$ cat config.mk
export PLATFORM = sky130hd
export DESIGN_NAME = barrier_counter
export DESIGN_NICKNAME = d
export VERILOG_FILES = /design/src/design/gpu_cfg_pkg.sv /design/src/design/barrier_counter.sv
export SDC_FILE = /design/constraint.sdc
export NUM_CORES = 1
export LEC_CHECK = 0
export BUFFER_PORTS_ARGS = -buffer_cell sky130_fd_sc_hd__clkbuf_2
export CAP_MARGIN = 40
export CELL_PAD_IN_SITES_DETAIL_PLACEMENT = 1
export CELL_PAD_IN_SITES_GLOBAL_PLACEMENT = 1
export CORE_ASPECT_RATIO = 1.5
export CORE_MARGIN = 3
export CORE_UTILIZATION = 30
export CTS_CLUSTER_DIAMETER = 40
export DETAILED_ROUTE_END_ITERATION = 16
export GPL_ROUTABILITY_DRIVEN = 0
export GPL_TIMING_DRIVEN = 0
export PLACE_DENSITY_LB_ADDON = 0.1
export SLEW_MARGIN = 0
export SYNTH_ARGS = -nofsm -noshare
export SYNTH_HDL_FRONTEND = slang
export SYNTH_SLANG_ARGS = --single-unit
$ cat constraint.sdc
create_clock -name clk -period 3.16 [get_ports clk]
set_input_delay 0.474 -clock clk [delete_from_list [all_inputs] [get_ports clk]]
set_output_delay 0.474 -clock clk [all_outputs]
set_load 0.005 [all_outputs]
$ cat src/design/gpu_cfg_pkg.sv
package gpu_cfg_pkg;

    // Core sizes
    localparam int NUM_WARPS    = 4;
    localparam int NUM_THREADS  = 4;
    localparam int NW_BITS      = $clog2(NUM_WARPS);
    localparam int NT_BITS      = $clog2(NUM_THREADS);
    localparam int XLEN         = 32;
    localparam int NUM_BARRIERS = 4;
    localparam int NB_BITS      = $clog2(NUM_BARRIERS);

    // One extra pointer bit so a full stack can be counted
    localparam int DV_STACK_SIZE  = 4;
    localparam int DV_STACK_SIZEW = $clog2(DV_STACK_SIZE) + 1;

    // Barrier sizes and arrival counts reach NUM_WARPS
    localparam int BAR_SIZE_W = NW_BITS + 1;

    localparam logic [XLEN-1:0] START_PC = 32'h8000_0000;

endpackage

$ cat src/design/barrier_counter.sv
module barrier_counter (
    input  logic clk,
    input  logic rst_n,
    input  logic [gpu_cfg_pkg::NB_BITS-1:0] req_bar_id,
    output logic bar_phase,
    input  logic bar_valid,
    input  logic [gpu_cfg_pkg::NW_BITS-1:0] ctl_wid,
    input  logic [gpu_cfg_pkg::NB_BITS-1:0] bar_id,
    input  logic [gpu_cfg_pkg::BAR_SIZE_W-1:0] bar_size,
    output logic arrive_stall,
    output logic release_valid,
    output logic [gpu_cfg_pkg::NUM_WARPS-1:0] release_mask
);
    logic [gpu_cfg_pkg::NUM_BARRIERS-1:0][gpu_cfg_pkg::BAR_SIZE_W-1:0] count;
    logic [gpu_cfg_pkg::NUM_BARRIERS-1:0][gpu_cfg_pkg::NUM_WARPS-1:0] waiting;
    logic [gpu_cfg_pkg::NUM_BARRIERS-1:0] phase;
    logic [gpu_cfg_pkg::BAR_SIZE_W-1:0] next_count;
    logic complete;

    assign bar_phase  = phase[req_bar_id];
    assign next_count = count[bar_id] + 1;
    assign complete   = (next_count >= bar_size);

    // Last arrival releases the others and does not stall itself
    assign release_valid = bar_valid && complete;
    assign release_mask  = waiting[bar_id];
    assign arrive_stall  = bar_valid && !complete;

    always_ff @(posedge clk or negedge rst_n) begin
        if (!rst_n) begin
            count   <= '0;
            waiting <= '0;
            phase   <= '0;
        end else if (bar_valid) begin
            if (complete) begin
                count[bar_id]   <= '0;
                waiting[bar_id] <= '0;
                phase[bar_id]   <= ~phase[bar_id];
            end else begin
                count[bar_id]            <= next_count;
                waiting[bar_id][ctl_wid] <= 1'b1;
            end
        end
    end

endmodule

; Word-level counts from Yosys, hierarchy flattened
; Index checks and enable logic that the tools add are counted.
[op_classes]
n_shift = 0
n_eq_ne = 0
div_mod_pow = 0
mul = 0
muxes = 22
n_addsub = 1
bitwise_logic = 6
order_cmp = 6
n_reduce_logical = 6
[op_table]
columns = op, count
row1 = $and 16x16->16, 1
row2 = $demux 4 s2, 2
row3 = $mux 16, 1
row4 = $not 16->16, 1
row5 = $or 16x16->16, 1
row6 = $and 12x12->12, 1
row7 = $bwmux 12, 1
row8 = $mux 12, 1
row9 = $mux 4, 3
row10 = $not 12->12, 1
row11 = $lt 2x3->1 const B, 3
row12 = $bmux 4 s2, 1
row13 = $bmux 3 s2, 1
row14 = $demux 3 s2, 1
row15 = $mux 3, 2
row16 = $bmux 1 s2, 2
row17 = $bwmux 4, 1
row18 = $demux 1 s2, 2
row19 = $ge 2x1->1 const B, 2
row20 = $logic_and 1x1->1, 4
row21 = $mux 1, 4
row22 = $add 3x1->3 const B, 1
row23 = $ge 3x3->1, 1
row24 = $reduce_and 2->1, 1
row25 = other kinds (2), 2
[word_totals]
output_inout_bits = 7
reg_bits = 32
wordCells = 50
rom_bits = 0
ramBits = 0
inputBits = 12
latchBits = 0
n_memories = 0

; Logic depth before layout (Yosys ltp)
[depth]
ltp_word = 8
mapped_depth = 9
mapped_depth_nobuf = 7

; Worst setup path after synthesis
; No wires, ideal clock.
[synth_timing]
kind = in2out
startpoint = input bar_id[0] in the netlist's numbering
endpoint = output arrive_stall
stages = 7
slack_ns = 0.292
required_time_ns = 2.686
arrival_time_ns = 2.394
cell_sequence = clkbuf_8 -> mux4_2 -> ha_1 -> ha_1 -> a211oi_4 -> nor2_1 -> nor2_1
[synth_via]
elab_chain_cells = 6
[synth_lines]
columns = item, line
row1 = "start, declared", barrier_counter.sv:8  ; input logic [gpu_cfg_pkg::NB_BITS-1:0] bar_id,
row2 = $bmux 3 s2, barrier_counter.sv:21  ; assign next_count = count[bar_id] + 1;
row3 = $mux 3 (not written as such), barrier_counter.sv:21
row4 = $add 3x1->3, barrier_counter.sv:21
row5 = $ge 3x3->1, barrier_counter.sv:22  ; assign complete = (next_count >= bar_size);
row6 = $logic_not 1->1, barrier_counter.sv:27  ; assign arrive_stall = bar_valid && !complete;
row7 = $logic_and 1x1->1, barrier_counter.sv:27
row8 = "end, declared", barrier_counter.sv:10  ; output logic arrive_stall,
; No other way between the ends. The select of a mux whose other input is x is not followed.

; Worst setup path in the final report
; Same ends and word-level chain as after synthesis.

==> results.md <==
- Clk_skew: 0.00608 ns
- P_leak: 0.862 nW
- Status: completed
- Critical Path Start Type: primary input
- Syn_area_per_cell: 11.8 sq um
- Max Fclk: 332 MHz
- Worst vdd ir: 0.316 mV
- Clk_lat worst skew: 0.28 ns
- First-pass DRT Iterations: 4
- Pwr per Cell Area: 946 mW/mm^2
- Sequential-to-total area share from yosys stat: 0.494
- Crit share post-route: 0.952
- Crit path arrival time: 2.53 ns
- CTS sink cnt: 32
- Vias after detailed routing: 1151
- Final Non-Filler Cells: 232
- Iteration-0 DRC Markers: 44
- Setup violators final: 0
- Routed WL per cell: 17.2 um
- Final instance area: 0.00192 sq mm
- Clock power frac: 0.189
- Logic pwr share: 0.425
- Crit. Startpoint: bar_id[0]
- Most frequent cells after synthesis: 32 x dfrtp_1, 20 x nor2_1, 12 x a21oi_1
- Antenna-violating nets left: 0
- HPWL Detailed: 2990 um
- Fin nets: 180
- Max clock buf depth: 2
- Placed Instances: 222
- CTS tree: built
- Number of global-route vias before repair: 1299
- Synth Instances: 137
- WL final: 3990 um
- Async SR Flop Fraction: 1.00
- Slew @ Worst Pin: 0.831 ns
- Most frequent cell after synthesis: dfrtp_1
- Syn_nets: 153
- Pint: 1.18 mW
- Residual DRC: 0
- Ratio of cells with drive above 1 in the final layout: 0.354
- Number of buffers added on ports: 17
- Yosys cell types: 29
- Root Buffer: clkbuf_8
- Max Slew Vio Count: 0
- Die width: 66.0 um
- Period minus WS final: 3.01 ns
- CP Class: in2out
- Largest cells by area after synthesis: dfrtp_1 49%, mux4_2 11%, mux2_2 6.3%
- Crit. End Element: primary output
- Worst slew margin: 0.446
- #FFs+latches synth: 32
- Flop pwr share: 0.386
- Clock transition at the registers of the reported paths: 0.07 ns
- Vias per cell: 4.96
- Unrepaired setup endpoints after global routing: no
- Reg2reg start: count[9]
- GR Util All Layers: 0.145
- Largest net degree at the start of global routing: 33
- Core Util, Final: 0.372
- Core Rows: 32
- Synth Cell Area: 0.00162 sq mm
- Max Cap Violations: 0
- Filler Cells Inserted: 582
- EDFF count, synth: 0
- Most used DFF post-synth: dfrtp_1
- CP max FO: 10
- # IOs: 19
- Placed Area: 0.00179 sq mm
- Die H: 96.0 um
- Worst EP required: 2.69 ns
- Ant diodes: 0
- Design Power: 1.82 mW
- Share of the synthesized area in the top cell type: 0.494
- Layout area overhead: 18.7%
- Sw frac: 0.353
- Fin. Hold Viols: 0
- Gr ovfl total: 0
- Num CTS Buffers: 5
- Syn. warnings: 0
- Starting Density: 0.314
- Die area: 0.00634 sq mm
- Worst min-delay path class: in2async
- Core Box Area: 0.00516 sq mm
- Net Sw Power: 0.642 mW
- Post-synth top area cell: dfrtp_1
- H-tree level count: 2
- First-pass GRT wire length: 6760 um
- Initial antenna violation count: 0
-- power groups by stage --
| stage | Sequential, mW | Clock [mW] | Combinational [mW] |
|---|---|---|---|
| after global placement | 0.698 | 0 | 0.691 |
| final | 0.702 | 0.344 | 0.773 |
| after detailed placement | 0.712 | 0 | 0.721 |
| after global routing | 0.735 | 0.370 | 0.865 |
| after floorplan | 0.672 | 0 | 0.536 |
| after CTS | 0.705 | 0.352 | 0.790 |
-- flip-flops by register name, indices dropped and copies added (netlist names) --
| register | cells |
|---|---|
| phase | 4 |
| waiting | 16 |
| count | 12 |
-- cell families after synthesis --
logic type	Yosys count	synth area share
multiplexers	18	0.180
flip-flops	32	0.494
AO/OA/AOI/OAI	29	0.105
adder cells (fa/ha/maj)	4	0.0309
XOR/XNOR	1	0.00541
buffers and inverters	7	0.0309
AND/OR/NAND/NOR	46	0.154
-- per-stage QoR --
step           setup slack (ns)  hold WS, ns  setup TNS, ns
2_1_floorplan             0.292        0.178              0
4_1_cts                  0.0109        0.302              0
3_5_place_dp             -0.279        0.470          -1.71
3_3_place_gp             -0.242        0.461          -1.06
6_report                  0.152        0.272              0
5_1_grt                  0.0127        0.339              0
-- cells in the final DEF (no fill, tap or decap), types with 2 or more instances in the layout --
| cell type | count |
|---|---|
| inv_1 | 3 |
| mux4_2 | 8 |
| buf_4 | 4 |
| mux2_2 | 9 |
| a21oi_1 | 12 |
| nor2b_1 | 2 |
| ha_1 | 4 |
| clkbuf_2 | 16 |
| nor3_4 | 2 |
| nand2_1 | 10 |
| dfrtp_1 | 32 |
| a31oi_1 | 4 |
| clkbuf_8 | 8 |
| o21ai_0 | 11 |
| nor3_2 | 2 |
| nor3_1 | 2 |
| nor2_1 | 20 |
-- cell type report --
class	count	area [sq um]	share of cell area
plain buffers	4	45.0	0.0234
inverters	3	11.3	0.00586
repair buffers	20	110	0.0573
well taps	68	85.1	0.0442
flip-flops and latches	32	801	0.416
multi-input cells	98	774	0.403
clock buffers	7	96.3	0.0501
-- what timing repair did --
action,in CTS,in global routing
resized for setup,1,4
hold buffers,0,0
pin swaps,2,1
setup endpoints to repair,2,4
buffers inserted,3,0
-- layer usage --
| layer | wire (um) | track usage | up-vias |
|---|---|---|---|
| met5 | 0 | 0 | - |
| met4 | 72 | 0.0508 | 0 |
| met3 | 101 | 0.0292 | 5 |
| met2 | 2140 | 0.261 | 15 |
| met1 | 1670 | 0.171 | 587 |
| li1 | - | - | 544 |
-- worst max-delay path: stages --
cell	delay, ns
clkbuf_4	0.17
buf_12	0.15
mux4_2	0.52
ha_1	0.22
xor2_1	0.17
ha_1	0.25
a211oi_4	0.28
nor2_1	0.08
nor2_1	0.09
clkbuf_2	0.11
-- worst paths after layout --
path | slack [ns] | cells past startpoint | to
setup / recovery | 0.15 | 10 | arrive_stall
hold / removal | 0.27 | 1 | count[0]
setup reg to reg | 0.36 | 8 | phase[2]
hold reg to reg | 0.48 | 2 | count[1]
max in group asynchronous | 2.35 | 1 | count[8]
min in group clk | 0.48 | 2 | count[1]
(Power assumes the default switching activity.)
