File: config.mk
export PLATFORM = sky130hd
export DESIGN_NAME = warp_sched
export DESIGN_NICKNAME = d
export VERILOG_FILES = /design/src/design/gpu_cfg_pkg.sv /design/src/design/warp_sched.sv
export SDC_FILE = /design/constraint.sdc
export NUM_CORES = 1
export LEC_CHECK = 0
export ABC_AREA = 1
export BUFFER_PORTS_ARGS = -buffer_cell sky130_fd_sc_hd__buf_2
export CAP_MARGIN = 20
export CORE_MARGIN = 2
export CORE_UTILIZATION = 30
export CTS_BUF_LIST = sky130_fd_sc_hd__clkbuf_8
export DETAILED_ROUTE_END_ITERATION = 6
export GPL_ROUTABILITY_DRIVEN = 0
export GPL_TIMING_DRIVEN = 1
export PLACE_DENSITY = 0.64
export RECOVER_POWER = 100
export SYNTH_ARGS = -nofsm -noshare
export SYNTH_HDL_FRONTEND = slang
export SYNTH_SLANG_ARGS = --single-unit
File: constraint.sdc
create_clock -name clk -period 1.2 [get_ports clk]
set_clock_uncertainty 0.05 [all_clocks]
set_input_delay 0.06 -clock clk [delete_from_list [all_inputs] [get_ports clk]]
set_output_delay 0.06 -clock clk [all_outputs]
set_load 0.02 [all_outputs]
File: src/design/gpu_cfg_pkg.sv
package gpu_cfg_pkg;

    // Core sizes
    localparam int NUM_WARPS    = 4;
    localparam int NUM_THREADS  = 4;
    localparam int NW_BITS      = $clog2(NUM_WARPS);
    localparam int NT_BITS      = $clog2(NUM_THREADS);
    localparam int XLEN         = 32;
    localparam int NUM_BARRIERS = 4;
    localparam int NB_BITS      = $clog2(NUM_BARRIERS);

    // One extra pointer bit so a full stack can be counted
    localparam int DV_STACK_SIZE  = 4;
    localparam int DV_STACK_SIZEW = $clog2(DV_STACK_SIZE) + 1;

    // Barrier sizes and arrival counts reach NUM_WARPS
    localparam int BAR_SIZE_W = NW_BITS + 1;

    localparam logic [XLEN-1:0] START_PC = 32'h8000_0000;

endpackage

File: src/design/warp_sched.sv
module warp_sched (
    input  logic clk,
    input  logic rst_n,
    input  logic tmc_valid,
    input  logic split_valid,
    input  logic [gpu_cfg_pkg::NW_BITS-1:0] ctl_wid,
    input  logic [gpu_cfg_pkg::NUM_THREADS-1:0] ctl_tmask,
    input  logic spawn_valid,
    input  logic [gpu_cfg_pkg::NUM_WARPS-1:0] spawn_mask,
    input  logic [gpu_cfg_pkg::XLEN-1:0] spawn_pc,
    input  logic restore_valid,
    input  logic [gpu_cfg_pkg::NW_BITS-1:0] restore_wid,
    input  logic [gpu_cfg_pkg::NUM_THREADS-1:0] restore_tmask,
    input  logic [gpu_cfg_pkg::XLEN-1:0] restore_pc,
    input  logic restore_set_pc,
    input  logic arrive_stall,
    input  logic release_valid,
    input  logic [gpu_cfg_pkg::NUM_WARPS-1:0] release_mask,
    output logic [gpu_cfg_pkg::NUM_WARPS-1:0] warp_active,
    output logic [gpu_cfg_pkg::NUM_WARPS-1:0] warp_stalled,
    output logic [gpu_cfg_pkg::NUM_WARPS-1:0][gpu_cfg_pkg::NUM_THREADS-1:0] warp_tmask,
    output logic [gpu_cfg_pkg::NUM_WARPS-1:0][gpu_cfg_pkg::XLEN-1:0] warp_pc
);
    // Per warp {active, stalled}: 00 idle, 10 running, 11 barrier wait
    always_ff @(posedge clk or negedge rst_n) begin
        if (!rst_n) begin
            warp_active      <= '0;
            warp_active[0]   <= 1'b1;
            warp_stalled     <= '0;
            warp_tmask       <= '0;
            warp_tmask[0][0] <= 1'b1;
            warp_pc          <= '0;
            warp_pc[0]       <= gpu_cfg_pkg::START_PC;
        end else begin
            for (int w = 0; w < gpu_cfg_pkg::NUM_WARPS; w++) begin
                if (spawn_valid && spawn_mask[w]) begin
                    warp_active[w]   <= 1'b1;
                    warp_stalled[w]  <= 1'b0;
                    warp_tmask[w]    <= '0;
                    warp_tmask[w][0] <= 1'b1;
                    warp_pc[w]       <= spawn_pc;
                end else if (tmc_valid && int'(ctl_wid) == w) begin
                    // Zero mask sends the warp back to idle
                    warp_tmask[w]  <= ctl_tmask;
                    warp_active[w] <= (ctl_tmask != '0);
                    if (ctl_tmask == '0)
                        warp_stalled[w] <= 1'b0;
                end else if (split_valid && int'(ctl_wid) == w) begin
                    warp_tmask[w] <= ctl_tmask;
                end else if (restore_valid && int'(restore_wid) == w) begin
                    warp_tmask[w] <= restore_tmask;
                    if (restore_set_pc)
                        warp_pc[w] <= restore_pc;
                end else if (arrive_stall && int'(ctl_wid) == w) begin
                    warp_stalled[w] <= 1'b1;
                end else if (release_valid && release_mask[w]) begin
                    warp_stalled[w] <= 1'b0;
                end
            end
        end
    end

endmodule

* Word level (Yosys, flattened, before mapping) *
Cells that the tools add are included.

word-level totals
  flip-flop bits (word level) = 152
  bits in latches = 0
  bits in writable memories = 0
  memory bits (read-only) = 0
  input port bits = 93
  output and inout port bits = 152
  logic and storage cells = 164
  memories = 0

operators by class
  $add $sub $neg = 0
  multipliers = 0
  divide/modulo/power cells = 0
  $lt $le $gt $ge = 0
  equality and inequality tests = 26
  shifts and indexed selects = 0
  multiplexer cells = 66
  bitwise operators = 0
  reductions and logical operators = 56

operator list
  kind                                                                      number
  32-bit two-way mux                                                        17
  4-bit two-way mux                                                         16
  4-bit nonzero test                                                        9
  1-bit two-way mux                                                         33
  4-bit AND reduction                                                       8
  3-bit inequality test (second input constant)                             10
  1-bit logical AND                                                         24
  2-bit nonzero test                                                        12
  2-bit inequality test (second input constant)                             8
  2-bit equality test (second input constant)                               4
  3-bit by 2-bit inequality test with 1-bit output (second input constant)  2
  2-bit by 1-bit equality test with 1-bit output (second input constant)    2
  2-bit logical NOT                                                         2
  4-bit logical NOT                                                         1

* Logic depth before layout (Yosys ltp) *
  depth in word-level cells = 7
  depth in mapped cells = 9
  mapped depth without buffers = 9

* Least setup slack after synthesis *
No wires, ideal clock.

  kind = input port to flip-flop
  start = input spawn_mask[2] (netlist name)
  end = register warp_pc[66] (netlist name)
  library setup time = 0.066 ns
  arrival time = 0.853 ns
  data required time = 1.084 ns
  setup slack = 0.232 ns
  stages = 5
  path buffers = 2
  cells stage by stage = nand2_2 buf_2 clkbuf_1 nand3_1 nand2_1

between the ends
  word-level cells in the longest chain between the ends = 3
  elaborated cells on any way between the ends = 7
  classes of those cells = eq/ne (2); mux (1); reduce/logical (4)

RTL lines
  what                                                                          RTL line          text
  start, declared                                                               warp_sched.sv:9   input logic [gpu_cfg_pkg::NUM_WARPS-1:0] spawn_mask,
  1-bit logical AND *                                                           warp_sched.sv:36  if (spawn_valid && spawn_mask[w]) begin
  2-bit inequality test (no source line) or 2-bit nonzero test (tied branches)  --
  4-bit AND reduction (no source line)                                          --
  end signal, assigned by index                                                 warp_sched.sv:41  warp_pc[w] <= spawn_pc;
  end signal, assigned by index                                                 warp_sched.sv:53  warp_pc[w] <= restore_pc;
  end, declared                                                                 warp_sched.sv:22  output logic [gpu_cfg_pkg::NUM_WARPS-1:0][gpu_cfg_pkg::XLEN-1:0] warp_pc

Every way passes the cells marked *; elsewhere a longest branch is shown, timed or not.
A chain may end at the register's enable or synchronous reset.

* Worst setup path in the final report *
  start = register warp_active[0] (netlist name)
  end = output warp_active[0] (netlist name)

RTL lines
  what                             RTL line          text
  start, declared                  warp_sched.sv:19  output logic [gpu_cfg_pkg::NUM_WARPS-1:0] warp_active,
  start signal, assigned by index  warp_sched.sv:45  warp_active[w] <= (ctl_tmask != '0);

No word-level cell between the ends.

==> out/metrics.yaml <==
routing:
  vias: 8607
  dr.first_iter.drc_count: 635
  ant_nets: 0
  route.detailed.drc: 0
  post_drt_wl_per_cell_um: 16.1
  viasPerCell: 4.83
  drt_first_pass_iters: 5
  wirelength_um: 28600
placed_design:
  post-place-ws_ps: -92.9
  dp_cells: 1668
  io_buffer_count: 244
  hpwl_um: 19900
grt:
  grt_pass1_wl_um: 45300
  antenna_found_initial: 0
  grt_use_total_pct: 20.5
  grt_pass1_vias: 8240
  overflow: 0
  grt_start_max_net_pins: 61
floorplan:
  start_util_pct: 30.5
  coreArea_mm2: 0.0260
  num_io_pins: 245
  die_w_um: 166
  die_y_um: 166
  rows: 59
  die_area_mm2: 0.0277
yosys:
  synth_cells: 1102
  synth_warnings: 0
  syn_area_mm2: 0.00792
  synth.avg_cell_area_um2: 7.18
  synthDistinctLibCells: 19
  ys_ff_latch: 152
  syn-num-nets: 1195
  ys_seq_area_share_pct: 48.1
power_and_ir_drop:
  comb_power_share_pct: 29.2
  ir_worst_vdd_mv: 0.627
  powerDensity_mw_per_mm2: 1370
  p_leak_nw: 6.24
  seq_power_share_pct: 41.8
  swShare_pct: 35.7
  clock_power_share_pct: 29.0
  p_int_w: 0.00981
  switchingPower_w: 0.00544
finish:
  final_util_pct: 42.8
  nNetsFinal: 1529
  antenna_cells: 0
  area_growth_pct: 40.5
  nFillCells: 2649
  drive_gt1_share_pct: 23.5
  regArea_mm2: 0.00381
  final_cells: 1783
  multi_input_area_mm2: 0.00358
timing:
  slew_headroom_pct: 38.6
  max_freq_ghz: 0.797
  finalHoldViolations: 0
  hold_ws_ps: 13.8
  worst_pin_slew_ps: 921
  fin_crit_ps: 1250
  fin_crit_sh_pct: 105
  setup_tns_ps: -110
  rsz0062_at_grt: "yes"
  drv_slew: 0
  setup_viol: 3
  setup_slack_ps: -54.2
clocking:
  cts_tree: "built"
  h-tree-depth: 4
  clock_latency_ps: 450
  cts_sinks: 152
  cts_buffer_depth: 2
  numCtsBuffers: 17
  cts-root-buf: "clkbuf_8"
  clkTransAtPathRegs_ps: 100
worst_setup_path:
  cpPeakStageDelay_ps: 570
  arrival_ps: 1140
  start_kind: "flop"
  cp_num_buf_inv: 1
  rrSetupSlack_ps: 250
  cp.required_ps: 1090
  crit_slowest_cell: "dfstp_2"
  worstPathCellList: "buf_6"
  path_max_fanout: 2
  worst_setup_path_end_kind: "output port"
  critical-path-top-delay-family: "flip-flops"
  critical_path_class: "flop to output port"
worst_hold_path:
  hold_class: "primary input to flop"
status:
  violations: "setup timing"
  outcome: "finished, violations left"
flow_run:
  max_cap_viol_count: 0
==> layout make-up <==
class | instances | share of cell area, %
clock buffer | 18 | 2.23
tap | 335 | 3.77
sequential | 152 | 34.2
multi-input combinational | 834 | 32.2
clock inverter | 13 | 1.60
timing repair buffer | 379 | 24.2
inverter | 52 | 1.76
==> cell usage in the layout (no fill, tap or decap), drive strengths merged <==
master	Yosys	final
o21ai	143	143
clkbuf	32	165
bufinv	0	4
a21oi	4	4
dfstp	3	3
clkinvlp	0	1
inv	52	55
nor2	30	30
nand2	503	503
dfrtp	149	149
dlygate4sd3	0	82
nand3	154	154
buf	32	147
dlymetal6s4s	0	3
clkinv	0	5
==> sequential cells by signal, indices dropped and copies added, names as in the netlist <==
signal	cells
warp_pc	128
warp_tmask	16
warp_active	4
warp_stalled	4
==> synthesized netlist by cell type, drive strengths merged <==
master | number | area [um2]
nand2 | 503 | 1920
inv | 52 | 195
nand3 | 154 | 793
buf | 32 | 213
a21oi | 4 | 20.0
o21ai | 143 | 719
nor2 | 30 | 125
dfrtp | 149 | 3730
clkbuf | 32 | 120
dfstp | 3 | 78.8
==> path summary, 6_finish.rpt <==
check | startpoint | to | cells past startpoint
hold reg to reg | warp_tmask[8] | warp_tmask[8] | 2
hold / removal | spawn_mask[1] | warp_pc[36] | 4
setup reg to reg | warp_tmask[0] | warp_tmask[0] | 4
min in group asynchronous | rst_n | warp_tmask[4] | 2
max in group asynchronous | rst_n | warp_active[0] | 3
setup / recovery | warp_active[0] | warp_active[0] | 1
==> power by group through the flow <==
stage	Clock (W)	Sequential, W	Combinational, W
2_1_floorplan	0	0.00734	0.00142
6_report	0.00443	0.00638	0.00445
5_1_grt	0.00477	0.00647	0.00487
4_1_cts	0.00455	0.00635	0.00452
3_5_place_dp	0	0.00643	0.00426
3_3_place_gp	0	0.00643	0.00419
==> per-stage QoR <==
step	area, um2	total power, W
2_1_floorplan	7920	0.00877
3_3_place_gp	9890	0.0106
6_report	11100	0.0153
5_1_grt	11100	0.0161
4_1_cts	11200	0.0154
3_5_place_dp	9890	0.0107
==> per-layer routing <==
metal  track usage [%]  share of wire [%]
met1              28.2                 47
met2              32.3                 45
met3              4.66                6.1
met4              5.88                1.9
met5                 0                  0
==> what timing repair did <==
action,4_1_cts,5_1_grt
endpoints found under the setup margin,4,11
setup buffers,1,2
hold buffers,86,1
endpoints found under the hold margin,299,1
gates resized for setup,8,10
==> cells by family after synthesis <==
logic type | count (synthesis) | synth area share, %
simple gates | 687 | 35.9
flops | 152 | 48.1
compound gates | 147 | 9.34
buf+inv | 116 | 6.67
Note: power is estimated with default switching activity, not from simulation.
