===== src/design/gpu_cfg_pkg.sv =====
package gpu_cfg_pkg;

    // Core sizes
    localparam int NUM_WARPS    = 4;
    localparam int NUM_THREADS  = 4;
    localparam int NW_BITS      = $clog2(NUM_WARPS);
    localparam int NT_BITS      = $clog2(NUM_THREADS);
    localparam int XLEN         = 32;
    localparam int NUM_BARRIERS = 4;
    localparam int NB_BITS      = $clog2(NUM_BARRIERS);

    // One extra pointer bit so a full stack can be counted
    localparam int DV_STACK_SIZE  = 4;
    localparam int DV_STACK_SIZEW = $clog2(DV_STACK_SIZE) + 1;

    // Barrier sizes and arrival counts reach NUM_WARPS
    localparam int BAR_SIZE_W = NW_BITS + 1;

    localparam logic [XLEN-1:0] START_PC = 32'h8000_0000;

endpackage


===== src/design/ipdom_stack.sv =====
module ipdom_stack (
    input  logic clk,
    input  logic rst_n,
    input  logic [gpu_cfg_pkg::NW_BITS-1:0] req_wid,
    output logic [gpu_cfg_pkg::DV_STACK_SIZEW-1:0] stack_ptr,
    input  logic split_valid,
    input  logic join_valid,
    input  logic [gpu_cfg_pkg::NW_BITS-1:0] ctl_wid,
    input  logic [gpu_cfg_pkg::NUM_THREADS-1:0] ctl_taken_mask,
    input  logic [gpu_cfg_pkg::NUM_THREADS-1:0] ctl_other_mask,
    input  logic [gpu_cfg_pkg::NUM_THREADS-1:0] ctl_orig_mask,
    input  logic [gpu_cfg_pkg::XLEN-1:0] ctl_pc_next,
    input  logic [gpu_cfg_pkg::DV_STACK_SIZEW-1:0] join_ptr,
    output logic restore_valid,
    output logic [gpu_cfg_pkg::NW_BITS-1:0] restore_wid,
    output logic [gpu_cfg_pkg::NUM_THREADS-1:0] restore_tmask,
    output logic [gpu_cfg_pkg::XLEN-1:0] restore_pc,
    output logic restore_set_pc
);
    logic [gpu_cfg_pkg::NUM_WARPS-1:0][gpu_cfg_pkg::DV_STACK_SIZEW-1:0] depth;
    logic [gpu_cfg_pkg::NUM_THREADS-1:0] stk_else [gpu_cfg_pkg::NUM_WARPS][gpu_cfg_pkg::DV_STACK_SIZE];
    logic [gpu_cfg_pkg::NUM_THREADS-1:0] stk_orig [gpu_cfg_pkg::NUM_WARPS][gpu_cfg_pkg::DV_STACK_SIZE];
    logic [gpu_cfg_pkg::XLEN-1:0] stk_pc [gpu_cfg_pkg::NUM_WARPS][gpu_cfg_pkg::DV_STACK_SIZE];
    logic stk_done [gpu_cfg_pkg::NUM_WARPS][gpu_cfg_pkg::DV_STACK_SIZE];
    logic [gpu_cfg_pkg::DV_STACK_SIZEW-1:0] cur_depth, top;
    logic push, join_act;

    assign stack_ptr = depth[req_wid];
    assign cur_depth = depth[ctl_wid];
    assign top       = cur_depth - 1;

    // Depth is a power of two, so the top pointer bit means full
    assign push     = split_valid && (ctl_taken_mask != '0) && (ctl_other_mask != '0)
                   && !cur_depth[gpu_cfg_pkg::DV_STACK_SIZEW-1];
    assign join_act = join_valid && (cur_depth > join_ptr);

    // Else side pending: switch to it, else pop back to the original mask
    assign restore_valid  = join_act;
    assign restore_wid    = ctl_wid;
    assign restore_set_pc = !stk_done[ctl_wid][top[gpu_cfg_pkg::DV_STACK_SIZEW-2:0]];
    assign restore_pc     = stk_pc[ctl_wid][top[gpu_cfg_pkg::DV_STACK_SIZEW-2:0]];
    assign restore_tmask  = restore_set_pc ? stk_else[ctl_wid][top[gpu_cfg_pkg::DV_STACK_SIZEW-2:0]]
                                           : stk_orig[ctl_wid][top[gpu_cfg_pkg::DV_STACK_SIZEW-2:0]];

    always_ff @(posedge clk or negedge rst_n) begin
        if (!rst_n)
            depth <= '0;
        else if (push)
            depth[ctl_wid] <= cur_depth + 1;
        else if (join_act && !restore_set_pc)
            depth[ctl_wid] <= top;
    end

    always_ff @(posedge clk) begin
        if (push) begin
            stk_else[ctl_wid][cur_depth[gpu_cfg_pkg::DV_STACK_SIZEW-2:0]] <= ctl_other_mask;
            stk_orig[ctl_wid][cur_depth[gpu_cfg_pkg::DV_STACK_SIZEW-2:0]] <= ctl_orig_mask;
            stk_pc[ctl_wid][cur_depth[gpu_cfg_pkg::DV_STACK_SIZEW-2:0]]   <= ctl_pc_next;
            stk_done[ctl_wid][cur_depth[gpu_cfg_pkg::DV_STACK_SIZEW-2:0]] <= 1'b0;
        end else if (join_act && restore_set_pc) begin
            stk_done[ctl_wid][top[gpu_cfg_pkg::DV_STACK_SIZEW-2:0]] <= 1'b1;
        end
    end

endmodule


===== config.mk =====
export PLATFORM = sky130hd
export DESIGN_NAME = ipdom_stack
export DESIGN_NICKNAME = d
export VERILOG_FILES = /design/src/design/gpu_cfg_pkg.sv /design/src/design/ipdom_stack.sv
export SDC_FILE = /design/constraint.sdc
export NUM_CORES = 1
export LEC_CHECK = 0
export ABC_AREA = 1
export BUFFER_PORTS_ARGS = -buffer_cell sky130_fd_sc_hd__buf_2
export CAP_MARGIN = 20
export CORE_UTILIZATION = 61
export DETAILED_ROUTE_END_ITERATION = 12
export PLACE_DENSITY = 0.79
export RECOVER_POWER = 25
export SYNTH_ARGS = -nofsm -noshare
export SYNTH_HDL_FRONTEND = slang
export SYNTH_SLANG_ARGS = --single-unit

===== constraint.sdc =====
create_clock -name clk -period 4.7 [get_ports clk]
set_input_delay 0.705 -clock clk [delete_from_list [all_inputs] [get_ports clk]]
set_output_delay 0.705 -clock clk [all_outputs]
set_load 0.1 [all_outputs]

# ---- Yosys cells after proc, flatten, opt, wreduce, memory -nomap -nowiden
# Memory sizes are Yosys's and may differ from the RTL's.
# Index checks and enable logic that the tools add are counted.
# Widths: inputs -> output; s select.
dict set report totals {
  n_memories 4
  ramBits 656
  romBits 0
  regBits 12
  input_bits 55
  elab_cells 80
  out_inout_bits 43
  latchBits 0
}
dict set report op_classes {
  multipliers 0
  n_addsub 2
  div 0
  shifts 0
  bitwise_logic 6
  n_reduce_logical 14
  order_cmp 8
  mux 42
  eq_ne 0
}
# memory words width rd rd_clocked_by_memory_dff write_ports line_no
set memory_table {}
lappend memory_table {stk_pc 4 128 1 0 1 ipdom_stack.sv:23} ;# logic [gpu_cfg_pkg::XLEN-1:0] stk_pc [gpu_cfg_pkg::NUM_WARPS][gpu_cfg_pkg::DV_STACK_SIZE];
lappend memory_table {stk_else 4 16 1 0 1 ipdom_stack.sv:21} ;# logic [gpu_cfg_pkg::NUM_THREADS-1:0] stk_else [gpu_cfg_pkg::NUM_WARPS][gpu_cfg_pkg::DV_STACK_SIZE];
lappend memory_table {stk_orig 4 16 1 0 1 ipdom_stack.sv:22} ;# logic [gpu_cfg_pkg::NUM_THREADS-1:0] stk_orig [gpu_cfg_pkg::NUM_WARPS][gpu_cfg_pkg::DV_STACK_SIZE];
lappend memory_table {stk_done 4 4 1 0 1 ipdom_stack.sv:24} ;# logic stk_done [gpu_cfg_pkg::NUM_WARPS][gpu_cfg_pkg::DV_STACK_SIZE];
# operator count
set op_table {}
lappend op_table {{$mux 128} 1}
lappend op_table {{$mux 32} 3}
lappend op_table {{$bmux 32 s2} 1}
lappend op_table {{$demux 32 s2} 1}
lappend op_table {{$mux 4} 8}
lappend op_table {{$bwmux 12} 2}
lappend op_table {{$mux 12} 2}
lappend op_table {{$bmux 4 s2} 2}
lappend op_table {{$mux 16} 1}
lappend op_table {{$bmux 3 s2} 2}
lappend op_table {{$mux 1} 11}
lappend op_table {{$logic_and 1x1->1} 9}
lappend op_table {{$mux 3} 3}
lappend op_table {{$demux 4 s2} 1}
lappend op_table {{$reduce_bool 4->1} 2}
lappend op_table {{$demux 3 s2} 1}
lappend op_table {{$ge 3x3->1 const B} 2}
lappend op_table {{$lt 2x3->1 const B} 2}
lappend op_table {{$lt 3x1->1 const B} 2}
lappend op_table {{$not 2->3} 2}
lappend op_table {{$demux 1 s2} 2}
lappend op_table {{$or 1x1->1} 4}
lappend op_table {{$add 3x1->3 const B} 1}
lappend op_table {{$gt 3x3->1} 1}
lappend op_table {{other kinds (5)} 6}

# ---- Logic depth before layout (Yosys ltp)
dict set report depth {
  ltp_word 13
  depth_mapped 19
  depth_no_buf 16
}

# ---- Least setup slack after synthesis
# No wires, ideal clock.
dict set report synth_path {
  path_type {input to output}
  start {input port ctl_wid[0] in the netlist's numbering}
  end {output port restore_pc[0] in the netlist's numbering}
  arrival_ps 4213
  stages 12
  setup_slack_ps -218
  required_ps 3995
  n_path_buf 5
  path_cell_list {buf_4 nor2_4 clkbuf_1 buf_2 a22oi_1 and2_1 ha_1 clkbuf_1 inv_1 clkbuf_1 o21ai_0 o22ai_1}
}
dict set report synth_between {
  elab_chain_len 7
  word_cells_on_any_way 8
  classes_between {add/sub: 1; mux: 5; bitwise: 1; memory: 1}
}
# item line_no
set synth_rtl {}
lappend synth_rtl {{start: declaration} ipdom_stack.sv:8} ;# input logic [gpu_cfg_pkg::NW_BITS-1:0] ctl_wid,
lappend synth_rtl {{$bmux 3 s2} ipdom_stack.sv:29} ;# assign cur_depth = depth[ctl_wid];
lappend synth_rtl {{$mux 3 (implied by the code)} ipdom_stack.sv:29}
lappend synth_rtl {{$sub 3x1->3} ipdom_stack.sv:30} ;# assign top = cur_depth - 1;
lappend synth_rtl {{$not 2->3 (implied by the code)} ipdom_stack.sv:41} ;# assign restore_pc = stk_pc[ctl_wid][top[gpu_cfg_pkg::DV_STACK_SIZEW-2:0]];
lappend synth_rtl {{$bmux 32 s2 *} ipdom_stack.sv:41}
lappend synth_rtl {{$mux 32 (implied by the code) * (2 in a row)} ipdom_stack.sv:41}
lappend synth_rtl {{end: declaration} ipdom_stack.sv:17} ;# output logic [gpu_cfg_pkg::XLEN-1:0] restore_pc,
# Every way passes the cells marked *; elsewhere a longest branch is shown, timed or not. The select of a mux whose other input is x is not followed.

# ---- Worst setup path in the final report
dict set report layout_path {
  start {input port ctl_wid[0] in the netlist's numbering}
  end {output port restore_pc[18] in the netlist's numbering}
}
# Same word-level chain as after synthesis.

==> metrics.md <==
| Metric | Value |
|---|---|
| Outcome | finished clean |
| Num CTS Buffers | 66 |
| Die area | 0.0434 mm^2 |
| Worst hold path type | input port to register |
| Via Count | 16900 |
| Vias in the first global route | 16900 |
| Final Max Tran Viols | 0 |
| Fin Clk Skew | 0.0202 ns |
| Hold slack | 0.500 ns |
| ANT nets after route | 0 |
| Critical path type | input port to primary output |
| Drt first-iter violations | 1847 |
| Min cycle time layout | 4.18 ns |
| Mean post-synth cell area | 12.9 um^2 |
| Leakage | 10.3 nW |
| Syn_nets | 2081 |
| Syn Inst Count | 2016 |
| FP Rows | 75 |
| Post-Place Worst Slack | 0.611 ns |
| Max Freq | 0.239 GHz |
| Register area share after synthesis | 77.0% |
| Critical-path maximum fanout | 67 |
| # DRC | 0 |
| VDD IR max | 659 uV |
| Yosys warnings | 0 |
| Cell area power density | 607 mW/mm^2 |
| Initial antenna violation count | 1 |
| GR Overflow Total | 0 |
| Worst setup margin | 0.523 ns |
| Crit. End Element | primary output |
| IO Count | 98 |
| Slew @ Worst Pin | 1.02 ns |
| Postcts setup bufs | 0 |
| Pin count of the biggest net entering global routing | 147 |
| CTS root buf | clkbuf_16 |
| Final-report hold violation count | 0 |
| GP Congestion | 0.834 |
| IO Port Bufs | 97 |
| Clock Tree Buf Depth | 3 |
| Drt pass-1 iters | 8 |
| Crit path arrival time | 3.47 ns |
| Clk_lat worst skew | 0.59 ns |
| Area delta synth->final | 15.5% |
| Clock slew at the register clock pins of the worst setup and hold paths | 0.06 ns |
| DP HPWL | 31300 um |
| Top cell by count, worst path | buf_4 |
| Post-DR wirelength/cell | 22.8 um |
| Core box area | 0.0419 mm^2 |
| Final period utilization | 88.9% |
| First-pass GRT wire length | 94100 um |
| Final setup fails | 0 |
| Die extent in x | 208 um |
| TritonCTS clock tree | yes |
| Layout cells sized above 1 | 12.3% |
| TNS Setup | 0 ns |
| Mapped Area | 0.0260 mm^2 |
| Nets@finish | 2185 |
| Slowest stage delay, CP | 0.74 ns |
| Crit path buf inv count | 6 |
| Max Cap Viol | 0 |
| RSZ-0062 raised after global routing | false |
| Startpoint Class | input port |
| CP Data Required Time | 3.99 ns |
| Initial core utilization | 61.9% |
| PnR Total Power | 0.0182 W |
| Clk sink count | 668 |
| Synth Register Bits | 668 |
| Synth cell types | 28 |
| Via-to-Cell Ratio | 6.24 |
| Crit path max-delay family | buffers and inverters |
| CP max-delay cell | buf_4 |
| Die height | 208 um |
| Final wirelength | 61700 um |
| Slew headroom | 32.2% |
| Total global-route track usage | 28.8% |
| Critical path, cell by cell | buf_2, inv_2, nand2_4, inv_4, buf_4, buf_4, nand2_1, nand4_1, o21ai_0, o22ai_2, buf_12 |
| H-tree depth | 3 |
## final cells by class
class	count	area, um^2
Fill cell	2573	11900
Multi-Input combinational cell	1214	5730
Sequential cell	668	20000
Antenna cell	2	5.00
Timing Repair Buffer	140	1520
Clock buffer	84	1740
Clock inverter	31	235
Tap cell	539	674
Inverter	30	120
## layout by cell type (no fill, tap or decap), types with 27 or more instances in the layout
| master | count |
|---|---|
| edfxtp_1 | 656 |
| buf_12 | 52 |
| buf_2 | 32 |
| buf_4 | 27 |
| nor2_1 | 83 |
| clkbuf_1 | 45 |
| clkbuf_16 | 67 |
| nand3_1 | 53 |
| o21ai_0 | 72 |
| o22ai_2 | 32 |
| nand4_1 | 160 |
| nand2_1 | 745 |
## synth_stat cells, drive strengths merged
| master | count | area, um^2 |
|---|---|---|
| nand2 | 751 | 2850 |
| edfxtp | 656 | 19700 |
| nand4 | 160 | 1000 |
| nor2 | 99 | 389 |
| o21ai | 74 | 370 |
| clkbuf | 65 | 244 |
| nand3 | 58 | 315 |
| buf | 39 | 204 |
| o22ai | 33 | 206 |
| inv | 30 | 115 |
| a21oi | 23 | 115 |
| dfrtp | 12 | 300 |
| ha | 10 | 125 |
| a22oi | 2 | 15.0 |
| xor2 | 2 | 17.5 |
| and2 | 1 | 6.26 |
| nor3 | 1 | 10.0 |
## state kept, by name, summed over array words and instances, names as in the netlist, named ones only
register / cells
stk_orig: 64
stk_pc: 512
stk_else: 64
stk_done: 16
depth: 8
## kinds of logic after synthesis
| family | after synthesis | share of synthesized area [%] |
|---|---|---|
| AOI/OAI and AO/OA | 132 | 2.72 |
| xor gates and xnor gates | 2 | 0.0674 |
| adders and majority gates | 10 | 0.482 |
| buffers and inverters | 134 | 2.17 |
| DFF | 668 | 77.0 |
| and+or+nand+nor | 1070 | 17.6 |
## stage by stage
step           instance area, um^2  utilization, %  cells
3_3_place_gp                 28100            66.9   2590
2_1_floorplan                26200               -   2016
5_1_grt                      30000            71.6   2706
3_5_place_dp                 28100            66.9   2590
6_report                     30000            71.6   2708
4_1_cts                      30100            71.6   2706
## repair_timing
action,CTS,global route
resized for setup,0,0
hold buffers,1,0
endpoints found under the hold margin,12,0
## path summary, 6_finish.rpt
| check | slack (ns) | depth (start not counted) | start | to |
|---|---|---|---|---|
| worst max register to register | 1.96 | 12 | register | stk_done[0][3] |
| worst max-delay path | 0.52 | 11 | ctl_wid[0] | restore_pc[18] |
| max in group asynchronous | 3.95 | 2 | rst_n | depth[2] |
| min in group asynchronous | 0.54 | 2 | rst_n | depth[1] |
| worst min-delay path | 0.50 | 1 | ctl_pc_next[3] | stk_pc[2][35] |
| worst min register to register | 0.51 | 2 | depth[4] | depth[4] |
## metal layers
metal	global-route usage [%]	part of all wire [%]	up-vias
met5	0	0	-
li1	-	-	7416
met2	46.5	48	1098
met3	5.25	11	187
met4	14.5	4.0	0
met1	38.1	37	8187
## report_power, final
part / total (W) / internal (W) / switching (W)
clock: 0.00488 / 0.00274 / 0.00213
combinational: 0.00642 / 0.00188 / 0.00453
sequential: 0.00693 / 0.00684 / 0.0000932
total: 0.0182 / 0.0115 / 0.00676
(Power assumes the default switching activity.)
